`config.mk`:
```
export PLATFORM = sky130hd
export DESIGN_NAME = wfg_stim_sine_top
export DESIGN_NICKNAME = d
export VERILOG_FILES = /design/src/common/wfg_stim_sine_pkg.sv /design/src/source/wfg_stim_sine_top.sv /design/src/source/sine_sample_scaler.sv /design/src/cordic/cordic_rotator.sv /design/src/source/cordic_iter_counter.sv /design/src/source/sine_ctrl_fsm.sv /design/src/source/wfg_stim_sine_wb_regs.sv
export SDC_FILE = /design/constraint.sdc
export NUM_CORES = 1
export LEC_CHECK = 0
export BUFFER_PORTS_ARGS = -buffer_cell sky130_fd_sc_hd__buf_4
export CORE_ASPECT_RATIO = 1.75
export CORE_MARGIN = 10
export CORE_UTILIZATION = 55
export CTS_CLUSTER_SIZE = 10
export DETAILED_ROUTE_END_ITERATION = 16
export GPL_TIMING_DRIVEN = 1
export MAX_ROUTING_LAYER = met4
export PLACE_DENSITY = 0.83
export SLEW_MARGIN = 20
export SYNTH_ARGS = -nofsm -noshare
export SYNTH_HDL_FRONTEND = slang
export SYNTH_SLANG_ARGS = --single-unit
```
`constraint.sdc`:
```
create_clock -name wb_clk_i -period 9.48 [get_ports wb_clk_i]
set_input_delay 0.474 -clock wb_clk_i [delete_from_list [all_inputs] [get_ports wb_clk_i]]
set_output_delay 0.474 -clock wb_clk_i [all_outputs]
set_load 0.005 [all_outputs]
```
`src/common/wfg_stim_sine_pkg.sv`:
```
// shared constants for the sine stimulus generator
// register map, reset values, CORDIC tables and controller states
package wfg_stim_sine_pkg;

    // register offsets, low 12 address bits only
    localparam logic [11:0] ADDR_CTRL    = 12'h010;
    localparam logic [11:0] ADDR_INC     = 12'h018;
    localparam logic [11:0] ADDR_GAIN    = 12'h01C;
    localparam logic [11:0] ADDR_OFFSET  = 12'h020;
    localparam logic [11:0] ADDR_REGINFO = 12'hFF8;
    localparam logic [11:0] ADDR_ID      = 12'hFFC;

    // reset values
    localparam logic [15:0] RST_GAIN   = 16'h4000;
    localparam logic [15:0] RST_INC    = 16'h1000;
    localparam logic [15:0] RST_OFFSET = 16'h0000;

    // read-only identification
    localparam logic [7:0]  ID_PERIPHERAL_TYPE = 8'h01;
    localparam logic [7:0]  ID_VERSION         = 8'h01;
    localparam logic [19:0] REGINFO_DATE       = 20'd220223;

    // cordic sizing
    localparam int CORDIC_ITERS = 16;
    localparam int ITER_W       = 4;
    localparam int CORDIC_W     = 20;
    // x/y carry 3 fraction bits, z carries 4 below the 16-bit phase
    localparam int CORDIC_XY_FRAC = 3;
    localparam int CORDIC_Z_FRAC  = 4;

    // 0.60725 * 32767 * 2^3, cancels the rotation gain
    localparam logic signed [CORDIC_W-1:0] CORDIC_K_INIT = 20'sd159182;

    // atan(2^-i), 2^20 units per full turn
    localparam logic signed [CORDIC_W-1:0] ATAN_TABLE [0:CORDIC_ITERS-1] = '{
        20'sd131072, 20'sd77376, 20'sd40884, 20'sd20753,
        20'sd10417,  20'sd5213,  20'sd2607,  20'sd1304,
        20'sd652,    20'sd326,   20'sd163,   20'sd81,
        20'sd41,     20'sd20,    20'sd10,    20'sd5
    };

    // sample controller
    typedef enum logic [1:0] {
        S_IDLE,
        S_ITERATE,
        S_SCALE
    } sine_state_e;

endpackage
```
`src/source/wfg_stim_sine_top.sv`:
```
// sine stimulus generator top, wishbone control plus sample strobe
// each accepted stim_req_i gives one sample 18 clocks later
`timescale 1ns/10ps
`default_nettype none
module wfg_stim_sine_top import wfg_stim_sine_pkg::*; (
    input  logic        wb_clk_i,
    input  logic        wb_rst_i,
    input  logic        wbs_stb_i,
    input  logic        wbs_cyc_i,
    input  logic        wbs_we_i,
    input  logic [3:0]  wbs_sel_i,
    input  logic [31:0] wbs_dat_i,
    input  logic [31:0] wbs_adr_i,
    output logic        wbs_ack_o,
    output logic [31:0] wbs_dat_o,
    input  logic        stim_req_i,
    output logic [15:0] sample_o,
    output logic        sample_valid_o,
    output logic        busy_o
);

    // register outputs
    logic               ctrl_en;
    logic [15:0]        inc_val;
    logic [15:0]        gain_val;
    logic [15:0]        offset_val;
    // controller strobes
    logic               rot_load;
    logic               rot_step;
    logic               cnt_clear;
    logic               scale_capture;
    logic [15:0]        phase;
    // cordic
    logic [ITER_W-1:0]  iter;
    logic               iter_last;
    logic signed [15:0] sin_q;

    wfg_stim_sine_wb_regs u_wb_regs (
        .wb_clk_i     (wb_clk_i),
        .wb_rst_i     (wb_rst_i),
        .wbs_stb_i    (wbs_stb_i),
        .wbs_cyc_i    (wbs_cyc_i),
        .wbs_we_i     (wbs_we_i),
        .wbs_sel_i    (wbs_sel_i),
        .wbs_dat_i    (wbs_dat_i),
        .wbs_adr_i    (wbs_adr_i),
        .wbs_ack_o    (wbs_ack_o),
        .wbs_dat_o    (wbs_dat_o),
        .ctrl_en_o    (ctrl_en),
        .inc_val_o    (inc_val),
        .gain_val_o   (gain_val),
        .offset_val_o (offset_val)
    );

    sine_ctrl_fsm u_ctrl_fsm (
        .wb_clk_i        (wb_clk_i),
        .wb_rst_i        (wb_rst_i),
        .ctrl_en_i       (ctrl_en),
        .inc_val_i       (inc_val),
        .stim_req_i      (stim_req_i),
        .iter_last_i     (iter_last),
        .busy_o          (busy_o),
        .rot_load_o      (rot_load),
        .rot_step_o      (rot_step),
        .cnt_clear_o     (cnt_clear),
        .scale_capture_o (scale_capture),
        .phase_o         (phase)
    );

    // counter steps together with the rotator
    cordic_iter_counter u_iter_counter (
        .wb_clk_i    (wb_clk_i),
        .wb_rst_i    (wb_rst_i),
        .cnt_clear_i (cnt_clear),
        .cnt_en_i    (rot_step),
        .iter_o      (iter),
        .iter_last_o (iter_last)
    );

    cordic_rotator u_rotator (
        .wb_clk_i   (wb_clk_i),
        .wb_rst_i   (wb_rst_i),
        .rot_load_i (rot_load),
        .rot_step_i (rot_step),
        .phase_i    (phase),
        .iter_i     (iter),
        .sin_q_o    (sin_q)
    );

    sine_sample_scaler u_scaler (
        .wb_clk_i        (wb_clk_i),
        .wb_rst_i        (wb_rst_i),
        .scale_capture_i (scale_capture),
        .sin_q_i         (sin_q),
        .gain_val_i      (gain_val),
        .offset_val_i    (offset_val),
        .sample_o        (sample_o),
        .sample_valid_o  (sample_valid_o)
    );

endmodule
`default_nettype wire

```
`src/source/sine_sample_scaler.sv`:
```
// gain, offset and saturation for one sine sample
// gain is unsigned Q2.14, offset is signed
`timescale 1ns/10ps
`default_nettype none
module sine_sample_scaler (
    input  logic               wb_clk_i,
    input  logic               wb_rst_i,
    input  logic               scale_capture_i,
    input  logic signed [15:0] sin_q_i,
    input  logic [15:0]        gain_val_i,
    input  logic [15:0]        offset_val_i,
    output logic [15:0]        sample_o,
    output logic               sample_valid_o
);

    logic signed [32:0] product;
    logic signed [32:0] sum;
    logic [15:0]        sat;

    // gain zero-extended so it stays positive
    assign product = 33'(sin_q_i) * 33'($signed({1'b0, gain_val_i}));
    assign sum     = (product >>> 14) + 33'($signed(offset_val_i));

    always_comb begin
        if (sum > 33'sd32767) begin
            sat = 16'h7FFF;
        end else if (sum < -33'sd32768) begin
            sat = 16'h8000;
        end else begin
            sat = sum[15:0];
        end
    end

    always_ff @(posedge wb_clk_i) begin
        if (scale_capture_i) begin
            sample_o <= sat;
        end
    end

    // one pulse per capture
    always_ff @(posedge wb_clk_i) begin
        if (wb_rst_i) begin
            sample_valid_o <= 1'b0;
        end else begin
            sample_valid_o <= scale_capture_i;
        end
    end

    // no stream handshake so each sample shows once
    assert property (@(posedge wb_clk_i) disable iff (wb_rst_i)
        sample_valid_o |=> !sample_valid_o);

endmodule
`default_nettype wire

```
`src/cordic/cordic_rotator.sv`:
```
// iterative cordic rotator, one micro-rotation per step
// folds the phase into +-90 degrees and returns sin scaled to 32767
`timescale 1ns/10ps
`default_nettype none
module cordic_rotator import wfg_stim_sine_pkg::*; (
    input  logic               wb_clk_i,
    input  logic               wb_rst_i,
    input  logic               rot_load_i,
    input  logic               rot_step_i,
    input  logic [15:0]        phase_i,
    input  logic [ITER_W-1:0]  iter_i,
    output logic signed [15:0] sin_q_o
);

    logic signed [CORDIC_W-1:0] x_q;
    logic signed [CORDIC_W-1:0] y_q;
    logic signed [CORDIC_W-1:0] z_q;
    logic                       neg_q;
    logic                       fold;
    logic [15:0]                folded;
    logic signed [CORDIC_W-1:0] z_init;
    logic signed [CORDIC_W-1:0] y_rnd;
    logic signed [CORDIC_W-1:0] sin_full;

    // quadrants 2 and 3 move by half a turn, sign flips back at the end
    assign fold   = phase_i[15] ^ phase_i[14];
    assign folded = fold ? (phase_i ^ 16'h8000) : phase_i;
    assign z_init = CORDIC_W'($signed(folded)) <<< CORDIC_Z_FRAC;

    // x, y, z datapath
    always_ff @(posedge wb_clk_i) begin
        if (rot_load_i) begin
            x_q <= CORDIC_K_INIT;
            y_q <= '0;
            z_q <= z_init;
        end else if (rot_step_i) begin
            // rotate toward z = 0
            if (!z_q[CORDIC_W-1]) begin
                x_q <= x_q - (y_q >>> iter_i);
                y_q <= y_q + (x_q >>> iter_i);
                z_q <= z_q - ATAN_TABLE[iter_i];
            end else begin
                x_q <= x_q + (y_q >>> iter_i);
                y_q <= y_q - (x_q >>> iter_i);
                z_q <= z_q + ATAN_TABLE[iter_i];
            end
        end
    end

    // negate flag for the folded quadrants
    always_ff @(posedge wb_clk_i) begin
        if (wb_rst_i) begin
            neg_q <= 1'b0;
        end else if (rot_load_i) begin
            neg_q <= fold;
        end
    end

    // drop fraction bits with rounding, undo the fold
    assign y_rnd    = (y_q + CORDIC_W'(1 <<< (CORDIC_XY_FRAC - 1))) >>> CORDIC_XY_FRAC;
    assign sin_full = neg_q ? -y_rnd : y_rnd;

    // clamp, since rounding can reach 32768
    always_ff @(posedge wb_clk_i) begin
        if (sin_full > CORDIC_W'(32767)) begin
            sin_q_o <= 16'sd32767;
        end else if (sin_full < -CORDIC_W'(32767)) begin
            sin_q_o <= -16'sd32767;
        end else begin
            sin_q_o <= sin_full[15:0];
        end
    end

endmodule
`default_nettype wire

```
`src/source/cordic_iter_counter.sv`:
```
// cordic iteration index that counts 0 to 15 and holds at the last one
`timescale 1ns/10ps
`default_nettype none
module cordic_iter_counter import wfg_stim_sine_pkg::*; (
    input  logic              wb_clk_i,
    input  logic              wb_rst_i,
    input  logic              cnt_clear_i,
    input  logic              cnt_en_i,
    output logic [ITER_W-1:0] iter_o,
    output logic              iter_last_o
);

    assign iter_last_o = (iter_o == ITER_W'(CORDIC_ITERS - 1));

    always_ff @(posedge wb_clk_i) begin
        if (wb_rst_i) begin
            iter_o <= '0;
        end else if (cnt_clear_i) begin
            iter_o <= '0;
        end else if (cnt_en_i && !iter_last_o) begin
            iter_o <= iter_o + ITER_W'(1);
        end
    end

    // the step taken at index 15 is the last one the controller asks for
    assert property (@(posedge wb_clk_i) disable iff (wb_rst_i)
        (iter_last_o && cnt_en_i) |=> !cnt_en_i);

endmodule
`default_nettype wire

```
`src/source/sine_ctrl_fsm.sv`:
```
// sample controller, one sine sample per accepted request
// also holds the phase accumulator
`timescale 1ns/10ps
`default_nettype none
module sine_ctrl_fsm import wfg_stim_sine_pkg::*; (
    input  logic        wb_clk_i,
    input  logic        wb_rst_i,
    input  logic        ctrl_en_i,
    input  logic [15:0] inc_val_i,
    input  logic        stim_req_i,
    input  logic        iter_last_i,
    output logic        busy_o,
    output logic        rot_load_o,
    output logic        rot_step_o,
    output logic        cnt_clear_o,
    output logic        scale_capture_o,
    output logic [15:0] phase_o
);

    sine_state_e state_q;
    sine_state_e state_d;
    logic [15:0] acc_q;
    logic        accept;
    logic        scale_capture_q;

    // requests outside idle or while disabled are dropped
    assign accept = (state_q == S_IDLE) && ctrl_en_i && stim_req_i;

    always_comb begin
        state_d = state_q;
        case (state_q)
            S_IDLE: begin
                if (accept) begin
                    state_d = S_ITERATE;
                end
            end
            S_ITERATE: begin
                // last step happens on this edge
                if (iter_last_i) begin
                    state_d = S_SCALE;
                end
            end
            S_SCALE: begin
                // one wait cycle for the rotator output register
                if (scale_capture_q) begin
                    state_d = S_IDLE;
                end
            end
            default: state_d = S_IDLE;
        endcase
    end

    always_ff @(posedge wb_clk_i) begin
        if (wb_rst_i) begin
            state_q         <= S_IDLE;
            scale_capture_q <= 1'b0;
        end else begin
            state_q         <= state_d;
            scale_capture_q <= (state_q == S_SCALE) && !scale_capture_q;
        end
    end

    // phase accumulator, zero while disabled
    always_ff @(posedge wb_clk_i) begin
        if (wb_rst_i) begin
            acc_q <= '0;
        end else if (!ctrl_en_i) begin
            acc_q <= '0;
        end else if (accept) begin
            acc_q <= acc_q + inc_val_i;
        end
    end

    assign busy_o          = (state_q != S_IDLE);
    assign rot_load_o      = accept;
    assign cnt_clear_o     = accept;
    assign rot_step_o      = (state_q == S_ITERATE);
    assign scale_capture_o = scale_capture_q;
    // rotator samples the pre-increment value at the accept edge
    assign phase_o         = acc_q;

    // loads come from idle and never overlap a sample in flight
    assert property (@(posedge wb_clk_i) disable iff (wb_rst_i)
        rot_load_o |-> (state_q == S_IDLE) ##1 !rot_load_o [*18]);

endmodule
`default_nettype wire

```
`src/source/wfg_stim_sine_wb_regs.sv`:
```
// wishbone register slave for the sine generator
// holds ctrl, inc, gain and offset, ID and REGINFO read as constants
`timescale 1ns/10ps
`default_nettype none
module wfg_stim_sine_wb_regs import wfg_stim_sine_pkg::*; (
    input  logic        wb_clk_i,
    input  logic        wb_rst_i,
    input  logic        wbs_stb_i,
    input  logic        wbs_cyc_i,
    input  logic        wbs_we_i,
    // byte lanes are not decoded, full words only
    input  logic [3:0]  wbs_sel_i,
    input  logic [31:0] wbs_dat_i,
    input  logic [31:0] wbs_adr_i,
    output logic        wbs_ack_o,
    output logic [31:0] wbs_dat_o,
    output logic        ctrl_en_o,
    output logic [15:0] inc_val_o,
    output logic [15:0] gain_val_o,
    output logic [15:0] offset_val_o
);

    logic        wb_active;
    logic        wb_write;
    logic [11:0] adr_low;
    logic [31:0] rd_data;

    // new access only while ack is low, so one ack per cycle
    assign wb_active = wbs_cyc_i && wbs_stb_i && !wbs_ack_o;
    assign wb_write  = wb_active && wbs_we_i;
    assign adr_low   = wbs_adr_i[11:0];

    // writable registers
    always_ff @(posedge wb_clk_i) begin
        if (wb_rst_i) begin
            ctrl_en_o    <= 1'b0;
            inc_val_o    <= RST_INC;
            gain_val_o   <= RST_GAIN;
            offset_val_o <= RST_OFFSET;
        end else if (wb_write) begin
            case (adr_low)
                ADDR_CTRL:   ctrl_en_o    <= wbs_dat_i[0];
                ADDR_INC:    inc_val_o    <= wbs_dat_i[15:0];
                ADDR_GAIN:   gain_val_o   <= wbs_dat_i[15:0];
                ADDR_OFFSET: offset_val_o <= wbs_dat_i[15:0];
                // ID, REGINFO and holes drop the write
                default: ;
            endcase
        end
    end

    // read mux, unmapped reads zero
    always_comb begin
        rd_data = '0;
        case (adr_low)
            ADDR_CTRL:    rd_data[0]    = ctrl_en_o;
            ADDR_INC:     rd_data[15:0] = inc_val_o;
            ADDR_GAIN:    rd_data[15:0] = gain_val_o;
            ADDR_OFFSET:  rd_data[15:0] = offset_val_o;
            ADDR_REGINFO: rd_data[19:0] = REGINFO_DATE;
            ADDR_ID:      rd_data[15:0] = {ID_VERSION, ID_PERIPHERAL_TYPE};
            default:      rd_data       = '0;
        endcase
    end

    // ack one clock after the access starts
    always_ff @(posedge wb_clk_i) begin
        if (wb_rst_i) begin
            wbs_ack_o <= 1'b0;
        end else begin
            wbs_ack_o <= wb_active;
        end
    end

    // read data latched with ack
    always_ff @(posedge wb_clk_i) begin
        if (wb_active) begin
            wbs_dat_o <= rd_data;
        end
    end

    // every access gets exactly one ack, then a gap
    assert property (@(posedge wb_clk_i) disable iff (wb_rst_i)
        (wbs_cyc_i && wbs_stb_i && !wbs_ack_o) |=> (wbs_ack_o ##1 !wbs_ack_o));

endmodule
`default_nettype wire

```
Yosys cells after proc, flatten, opt, wreduce, memory -nomap -nowiden:

Memory sizes are Yosys's and may differ from the RTL's.
Index checks and enable logic that the tools add are counted.
Widths: inputs -> output; s select.

* memories: 1
* ROM bits: 320
* logic and storage cells: 95
* input bits: 74
* bits in registers: 187
* output and inout bits: 51

* magnitude comparators: 5
* equality and inequality tests: 12
* reductions and logical operators: 22
* add/sub/neg operators: 11
* shift operators: 2
* bitwise operators: 4
* mux-type cells: 18
* $mul: 1

Memory list
* (no name shown): words 16, bits a word 20, read ports 1, clocked after memory_dff 0, wr ports 0, line cordic_rotator.sv:41 `z_q <= z_q - ATAN_TABLE[iter_i];`

Operators with widths (number)
* $mux 20: 8
* $pmux 15 s5: 1
* $add 20x20->20: 3
* $sub 20x20->20: 3
* $mux 16: 3
* $sshr 20x4->20: 2
* $eq 12x5->1 const B: 3
* $gt 33x16->1 const B: 1
* $lt 33x16->1 const B: 1
* $mul 16x17->33: 1
* $eq 12x12->1 const B: 2
* $add 19x16->20: 1
* $add 20x4->20 const B: 1
* $gt 20x16->1 const B: 1
* $lt 20x16->1 const B: 1
* $neg 17->20: 1
* $add 16x16->16: 1
* $eq 12x6->1 const B: 1
* $mux 2: 4
* $reduce_and 2->1: 4
* $reduce_or 2->1: 4
* $logic_and 1x1->1: 7
* $pmux 2 s3: 1
* $ge 5x5->1 const B: 1
* other kinds (14): 19

Logic depth before layout (Yosys ltp):

Gate-level depths: netlist of the first run.

* depth in word-level cells: 8
* mapped depth: 37
* gate-level depth less buffers: 34

By module:

Synthesis of the first run repeated with hierarchy kept, for this count alone.

* cell total of the unflattened synthesis: 2927
* area total of the unflattened synthesis: 24848.8 um^2

By module, submodules not included
* sine_sample_scaler: instances 1, seq. area each 500.5 um^2, cells an instance 1173, area an instance 10278.6 um^2
* cordic_rotator: instances 1, seq. area each 1701.6 um^2, cells an instance 1257, area an instance 9904.5 um^2
* wfg_stim_sine_wb_regs: instances 1, seq. area each 1511.4 um^2, cells an instance 291, area an instance 3011.6 um^2
* sine_ctrl_fsm: instances 1, seq. area each 380.4 um^2, cells an instance 184, area an instance 1442.6 um^2
* cordic_iter_counter: instances 1, seq. area each 80.1 um^2, cells an instance 22, area an instance 211.5 um^2

Least setup slack after synthesis of the first run:

No wires, ideal clock.

* kind: flip-flop to flip-flop
* from: register u_wb_regs.gain_val_o[7]
* to: register u_scaler.sample_o[9] (data pin)
* setup time: 0.254 ns
* data required time: 9.226 ns
* setup slack: 0.561 ns
* data arrival time: 8.665 ns
* cell stages (with the launch flop): 35
* clock period less this slack: 8.919 ns
* cell sequence: dfxtp_1 -> clkbuf_1 -> clkbuf_1 -> nand2_1 -> fa_1 -> inv_1 -> fa_1 -> inv_1 -> fa_1 -> inv_1 -> fa_1 -> fa_1 -> inv_1 -> fa_1 -> inv_1 -> ha_1 -> a21o_1 -> a22o_1 -> a21o_1 -> a31o_2 -> o21a_1 -> o21a_1 -> or4b_2 -> nand3_1 -> ha_1 -> nand3_1 -> nor2_1 -> a221oi_2 -> nor4_1 -> nor4_1 -> or3b_1 -> or4_1 -> a21boi_1 -> buf_2 -> o21a_1

* cells in the longest elaborated chain, start to end: 4
* elaborated cells on any way between the ends: 5

RTL lines
* start: declaration: line wfg_stim_sine_wb_regs.sv:19 `output logic [15:0] gain_val_o,`
* start signal: assignment: line wfg_stim_sine_wb_regs.sv:44 `ADDR_GAIN: gain_val_o <= wbs_dat_i[15:0];`
* $mul 16x17->33 (*): line sine_sample_scaler.sv:21 `assign product = 33'(sin_q_i) * 33'($signed({1'b0, gain_val_i}));`
* $add 19x16->20 (*): line sine_sample_scaler.sv:22 `assign sum = (product >>> 14) + 33'($signed(offset_val_i));`
* $lt 33x16->1: line sine_sample_scaler.sv:27 `end else if (sum < -33'sd32768) begin`
* $mux 16: line sine_sample_scaler.sv:27
* end signal: assignment: line sine_sample_scaler.sv:36 `sample_o <= sat;`
* end: declaration: line sine_sample_scaler.sv:12 `output logic [15:0] sample_o,`

Every way passes the cells marked *; elsewhere a longest branch is shown, timed or not.
A chain may end at the register's enable or synchronous reset.

Final worst setup path of the first run:

* from: register u_wb_regs.gain_val_o[5]
* to: register u_scaler.sample_o[3] (data pin)

Same word-level chain as after synthesis.

==> reports/summary.txt, run 1 <==
=================================================================================================
Run status                                                                           complete, no violations
Slew HR                                                                                     24.5%
CTS tree                                                                                    built
Die height                                                                                 295 µm
DIE AREA                                                                                52200 µm²
Setup TNS Final                                                                              0 ns
Sequential cell area fraction in the yosys report                                           17.6%
Vias per Instance                                                                            6.03
Synthesized flop and latch total                                                              184
Drt drc                                                                                         0
Via count                                                                                   20600
GP Congestion                                                                               0.981
Number of design-rule violations left by the first detailed-router iteration                 1319
Cts bufs inserted                                                                              17
WHS                                                                                      0.267 ns
Die X-Extent                                                                               177 µm
Library cell appearing most often on the critical path                               sky130_fd_sc_hd__fa_1
Final-layout fill cell count                                                                 3571
Final setup violating endpoints                                                                 0
Overall power of the completed layout                                                     1.75 mW
Top achievable clock speed                                                                109 MHz
Maximum number of pins on one net before global-route repair                                   71
Unrepaired setup endpoints after global routing                                             false
Area Growth Syn to Fin                                                                      8.62%
Synth warn                                                                                      0
Detailed-route wire length                                                                66.8 mm
Clock latency on the worst-skew pair                                                      0.47 ns
Setup crit start kind                                                                    register
Required time at the worst-slack endpoint                                                 9.70 ns
Routed len/inst                                                                           19.6 µm
Wire length of the first global-routing pass                                               107 mm
Number of distinct library cell variants in the gate-level netlist after synthesis             92
Critical path fanouts, max                                                                     12
Post-synthesis async set-or-reset flop share                                                   0%
Pre-CTS setup slack                                                                     0.0184 ns
Number of antenna violations at the first check in global routing                               0
Maximum single-stage delay on the critical path                                           0.60 ns
Num rows                                                                                      100
Worst Path Class, Setup                                                              register to register
Number of hold buffers added after cts                                                          0
Area of the mapped netlist                                                              23800 µm²
Post-CTS setup-driven buffer insertion count                                                    0
Vias in the first global route                                                              21400
Number of clock sinks                                                                         184
Most common cell after layout, fill and taps aside                                   sky130_fd_sc_hd__nand2_1
Initial core utilization                                                                    55.7%
Longest Clk Path Bufs                                                                           2
Commonest non-fill, non-tap cells in the layout                                      364 x sky130_fd_sc_hd__nand2_1, 297 x sky130_fd_sc_hd__inv_1, 222 x sky130_fd_sc_hd__ha_1, 198 x sky130_fd_sc_hd__fa_1, 167 x sky130_fd_sc_hd__a21oi_1
Synthesized area divided by synthesized cell count                                       8.48 µm²
Number of flops mapped to enable cells by yosys                                                49
Cell chosen for the clock root                                                       sky130_fd_sc_hd__clkbuf_16
Final clock skew                                                                        0.0165 ns
Post-Synthesis Cells                                                                         2802
CTS H-tree depth                                                                                4
Net count, final                                                                             3338
Number of detailed-routing iterations run before antenna repair                                 7
Share of cells above drive strength 1                                                       11.3%
Critical Path Sink Type                                                                  register
Clock period minus worst slack                                                            9.17 ns
Final worst slack                                                                        0.310 ns
Top_reg_cell synth                                                                   sky130_fd_sc_hd__dfxtp_1
Overflow after GRT                                                                              0
Final number of max-transition violations                                                       0
Slew at the pin closest to its max-slew limit                                             1.13 ns
I/O Pins                                                                                      125
Clock transition at path regs                                                             0.09 ns
Placeable Area                                                                          42700 µm²
Final hold vios                                                                                 0
Power density relative to cell area                                                   67.8 nW/µm²
Final core utilization                                                                      60.5%
Number of antenna cells inserted                                                                0
Global-route usage over all layers                                                          26.1%
Endpoint arrival time on the critical path                                                9.39 ns
Max-cap violation count                                                                         0
Hold Crit Class                                                                      input port to register
Half-perimeter wire length after placement                                                52.9 mm
Largest voltage drop on the vdd net                                                     0.0788 mV
Lkg Pwr                                                                                   12.1 nW
Count of input and output buffers                                                              70
Ratio of final minimum period to clock period                                               96.7%
Antenna-violating nets left                                                                     0
Slowest CP cell                                                                      sky130_fd_sc_hd__or4b_2
=================================================================================================
## metrics by stage
stage | instances | area, µm²
2_1_floorplan | 2815 | 23800
3_3_place_gp | 3385 | 25100
3_5_place_dp | 3385 | 25100
4_1_cts | 3417 | 25700
5_1_grt | 3418 | 25800
6_report | 3418 | 25800
## where the power goes
group          switching, mW  total [mW]  internal, mW
logic                 0.0811       0.143        0.0622
registers            0.00725       0.818         0.811
clock network          0.415       0.788         0.373
total                  0.503        1.75          1.25
## repair_timing
| action | 4_1_cts | 5_1_grt |
|---|---|---|
| gates resized for setup | 2 | 16 |
| cloned | 0 | 1 |
| endpoints found under the setup margin | 6 | 15 |
## layer usage
metal | wire length (µm) | share of wire [%] | track usage [%] | vias up
met3 | 3030 | 4.5 | 2.88 | 294
met5 | 0 | 0 | - | -
met2 | 36100 | 54 | 47.8 | 742
met4 | 5190 | 7.8 | 17.9 | 0
li1 | - | - | - | 9584
met1 | 22500 | 34 | 24.9 | 10000
## worst max-delay path: cells and delay by family, from the launching register on
kind	cells	cell delay, ns
simple gates	9	2.56
fa+ha+maj	8	3.59
flops	1	0.34
buf+inv	6	0.52
compound gates	10	1.91
## kinds of logic (layout without fill, tap and decap cells)
kind of cell	Yosys count	after routing	synth area share, %
xor gates and xnor gates	166	166	6.12
DFF	184	184	17.6
muxes	116	116	6.97
and+or+nand+nor	921	921	18.8
buffers and inverters	456	497	7.73
other	1	14	0.0158
AOI/OAI and AO/OA	538	539	14.4
adders and majority gates	420	420	28.4
## worst paths after layout
check | startpoint | endpoint | slack (ns) | cells after the start
min reg2reg | u_rotator.z_q[0] | u_rotator.z_q[0] | 0.47 | 2
min | wbs_dat_i[14] | u_wb_regs.gain_val_o[14] | 0.27 | 3
max | u_wb_regs.gain_val_o[5] | u_scaler.sample_o[3] | 0.31 | 33
max reg2reg | u_wb_regs.gain_val_o[5] | u_scaler.sample_o[3] | 0.31 | 33
## layout make-up
type	count	area [µm²]	area share, %
sequential	184	4190	16.2
inverter	300	1130	4.36
tap	561	702	2.72
clock inverter	15	215	0.834
clock buffer	17	425	1.65
multi-input combinational	2176	17900	69.3
timing repair buffer	165	1260	4.90
## state kept, by name (all words and copies together), names as in the netlist
| name | count |
|---|---|
| u_wb_regs.inc_val_o | 16 |
| u_wb_regs.wbs_ack_o | 1 |
| u_wb_regs.gain_val_o | 16 |
| u_wb_regs.ctrl_en_o | 1 |
| u_rotator.z_q | 20 |
| u_rotator.sin_q_o | 16 |
| u_wb_regs.offset_val_o | 16 |
| u_wb_regs.wbs_dat_o | 17 |
| u_rotator.y_q | 20 |
| u_scaler.sample_o | 16 |
| u_ctrl_fsm.scale_capture_o | 1 |
| u_rotator.x_q | 20 |
| u_ctrl_fsm.state_q | 2 |
| u_iter_counter.iter_o | 4 |
| u_scaler.sample_valid_o | 1 |
| u_rotator.neg_q | 1 |
| u_ctrl_fsm.phase_o | 16 |
## cells in the mapped netlist (all sizes together), types with 33 or more instances
cell type / number / share of area [%]
mux4: 35 / 3.3
o21ai: 129 / 2.7
nand3: 66 / 1.4
o21a: 34 / 1.1
edfxtp: 49 / 6.2
mux2: 42 / 2.0
and2: 132 / 3.5
clkbuf: 109 / 1.7
dfxtp: 135 / 11
fa: 198 / 17
and3: 33 / 0.87
nor3: 45 / 0.99
inv: 299 / 4.7
nor2: 136 / 2.1
nand2: 364 / 5.8
xor2: 61 / 2.2
mux2i: 39 / 1.6
ha: 222 / 12
xnor2: 105 / 3.9
a21oi: 167 / 3.5
buf: 47 / 1.3
a21o: 39 / 1.2
No activity file was read; power rests on OpenSTA's default activity.
==> run 2, diff against run 1 <==
Settings changed: CORE_UTILIZATION 55 to 30, PLACE_DENSITY 0.83 to 0.54.
==> reports/summary.txt, run 2 (synthesized netlist as in run 1, its figures left out) <==
===========================================================================================
GP Congestion                                                                         0.919   -6.3%
Via count                                                                             19900   -3.5%
Final clock skew                                                                  0.0186 ns   +0.00213 ns
Critical Path Sink Type                                                            register
Ratio of final minimum period to clock period                                         96.3%   -0.40 points
Half-perimeter wire length after placement                                          61.0 mm   +15%
Number of antenna violations at the first check in global routing                         0   unchanged
Switching pwr                                                                      0.496 mW   -1.4%
R2R Setup Slk                                                                       0.35 ns   +0.04 ns
Met1 Resource Use GR                                                                  16.0%   -8.9 points
Vias in the first global route                                                        20800   -3.0%
Setup TNS Final                                                                        0 ns   unchanged
Clock transition at path regs                                                       0.09 ns   about the same
FF-to-FF Start                                                                 u_wb_regs.gain_val_o[9]
Hold Path Sink                                                                 u_wb_regs.wbs_ack_o
Maximum number of pins on one net before global-route repair                             71   unchanged
Most common cell after layout, fill and taps aside                             sky130_fd_sc_hd__nand2_1
DIE AREA                                                                          91300 µm²   +75%
Slowest CP cell                                                                sky130_fd_sc_hd__or4b_2
Share of cells above drive strength 1                                                 12.3%   +0.92 points
Largest voltage drop on the vdd net                                                0.134 mV   +70%
Required time at the worst-slack endpoint                                           9.72 ns   +0.02 ns
Final setup violating endpoints                                                           0   unchanged
Placeable Area                                                                    78600 µm²   +84%
Final std cell area, no fill                                                      26600 µm²   +3.2%
Die height                                                                           392 µm   +33%
Maximum single-stage delay on the critical path                                     0.60 ns   about the same
Cell chosen for the clock root                                                 sky130_fd_sc_hd__clkbuf_16
Power density relative to cell area                                             65.6 nW/µm²   -3.3%
Min-Delay Path Depth                                                                      3   unchanged
I/O Pins                                                                                125   unchanged
Critical path fanouts, max                                                               14   +2
Number of clock sinks                                                                   184   unchanged
Detailed-route wire length                                                          74.7 mm   +12%
Final hold vios                                                                           0   unchanged
Antenna-violating nets left                                                               0   unchanged
Die X-Extent                                                                         233 µm   +31%
Top Registers                                                                  u_rotator.x_q (20), u_rotator.y_q (20), u_rotator.z_q (20)
Global-route track usage on met2                                                      33.4%   -14 points
Slew HR                                                                               32.5%   +8.0 points
Hold Crit Class                                                                input port to register
Routed len/inst                                                                     19.0 µm   -2.6%
Top achievable clock speed                                                          110 MHz   +0.42%
Hold wc startpoint                                                                wbs_stb_i
Worst Path Class, Setup                                                        register to register
Sw Ratio                                                                              28.4%   -0.35 points
Area Growth Syn to Fin                                                                12.1%
Portion of total power attributed to sequential cells                                 47.0%   +0.2 points
Clock period minus worst slack                                                      9.13 ns   -0.0380 ns
Run status                                                                     complete, no violations
Final number of max-transition violations                                                 0   unchanged
Slew at the pin closest to its max-slew limit                                       1.01 ns   -0.120 ns
Instance area after placement                                                     25900 µm²   +3.4%
Vias per Instance                                                                      5.08   -16%
Setup crit start kind                                                              register
Net count, final                                                                       3368   +0.90%
Number of detailed-routing iterations run before antenna repair                           7   unchanged
Global route hottest layer                                                             met2
Max-cap violation count                                                                   0   unchanged
CTS H-tree depth                                                                          4   unchanged
Endpoint arrival time on the critical path                                          9.37 ns   -0.02 ns
Met3 capacity usage during global routing                                             1.60%   -1.3 points
Clock network power share                                                             44.6%   -0.4 points
Combinational cell fraction of total power                                             8.5%   +0.3 points
Cell internal power dissipation                                                     1.25 mW   +0.28%
Library cell appearing most often on the critical path                         sky130_fd_sc_hd__fa_1
Drt drc                                                                                   0   unchanged
Cts bufs inserted                                                                        17   unchanged
Initial core utilization                                                              30.2%   -25 points
Overflow after GRT                                                                        0   unchanged
Buf+Inv Stages, Crit Path                                                                 5   -1
Reg2reg path depth                                                                       32   -3.0%
Clock latency on the worst-skew pair                                                0.50 ns   +0.03 ns
Lkg Pwr                                                                             12.3 nW   +1.4%
Worst flop-to-flop path endpoint                                               u_scaler.sample_o[3]
Global-route usage over all layers                                                    17.0%   -9.0 points
Family of cells with the greatest summed delay on the critical path             adder cells
Longest Clk Path Bufs                                                                     2   unchanged
Num rows                                                                                136   +36%
Count of input and output buffers                                                        70   unchanged
Wire length of the first global-routing pass                                         117 mm   +9.1%
CTS tree                                                                              built
Number of design-rule violations left by the first detailed-router iteration            968   -27%
Overall power of the completed layout                                               1.75 mW   -0.22%
Commonest non-fill, non-tap cells in the layout                                364 x sky130_fd_sc_hd__nand2_1, 297 x sky130_fd_sc_hd__inv_1, 222 x sky130_fd_sc_hd__ha_1, 198 x sky130_fd_sc_hd__fa_1, 192 x sky130_fd_sc_hd__buf_4
Post-CTS setup-driven buffer insertion count                                              0   unchanged
===========================================================================================
-- run 2: cell type report --
class / instances / area (µm²)
fillers: 8437 / 52000
clock inverters: 13 / 174
inverters: 300 / 1130
well taps: 1035 / 1290
flip-flops and latches: 184 / 4190
clock buffers: 19 / 454
diodes: 1 / 2.50
multi-input cells: 2175 / 17900
repair buffers: 196 / 1520
-- run 2: worst register-to-register path: cells and delay by family, from the launching register on --
kind                       cells  cell delay, ns
AOI/OAI and AO/OA              9            1.58
adders and majority gates      8            3.56
buffers and inverters          5            0.46
DFF                            1            0.58
and+or+nand+nor               10            2.72
-- run 2: worst max-delay path by stage --
stage / startpoint / to / cells past startpoint
after floorplan: u_wb_regs.gain_val_o[7] / u_scaler.sample_o[9] / 34
after global placement: u_wb_regs.gain_val_o[3] / u_scaler.sample_o[3] / 32
after detailed placement: u_wb_regs.gain_val_o[8] / u_scaler.sample_o[8] / 32
after CTS: u_wb_regs.gain_val_o[3] / u_scaler.sample_o[3] / 32
after global routing: u_rotator.sin_q_o[6] / u_scaler.sample_o[2] / 33
final: u_wb_regs.gain_val_o[9] / u_scaler.sample_o[3] / 32
-- run 2: stage by stage --
stage	util [%]	worst slack (ns)	hold WS (ns)	cells
finish	33.9	0.348	0.247	3923
global route	33.9	-0.0148	0.245	3922
CTS	33.8	0.00388	0.220	3922
detailed placement	33.0	0.0386	0.464	3890
global placement	33.0	0.0925	0.449	3890
floorplan	-	0.561	0.440	2815
-- run 2: power by group through the flow --
| stage | clock network [mW] | logic [mW] | registers [mW] |
|---|---|---|---|
| after floorplan | 0 | 0.0866 | 0.834 |
| after global placement | 0 | 0.146 | 0.838 |
| after detailed placement | 0 | 0.147 | 0.838 |
| after CTS | 0.796 | 0.149 | 0.820 |
| after global routing | 0.819 | 0.164 | 0.821 |
| final | 0.778 | 0.148 | 0.820 |
-- run 2: layer usage --
| metal | part of all wire, % | routed length [µm] |
|---|---|---|
| met1 | 35 | 26100 |
| met3 | 2.4 | 1760 |
| met2 | 58 | 43000 |
| met5 | 0 | 0 |
| met4 | 5.2 | 3870 |
-- run 2: what timing repair did --
action	in CTS	in global routing
hold buffers	0	0
endpoints found under the setup margin	2	14
pin swaps	0	2
gates resized for setup	1	12
gates cloned	0	0
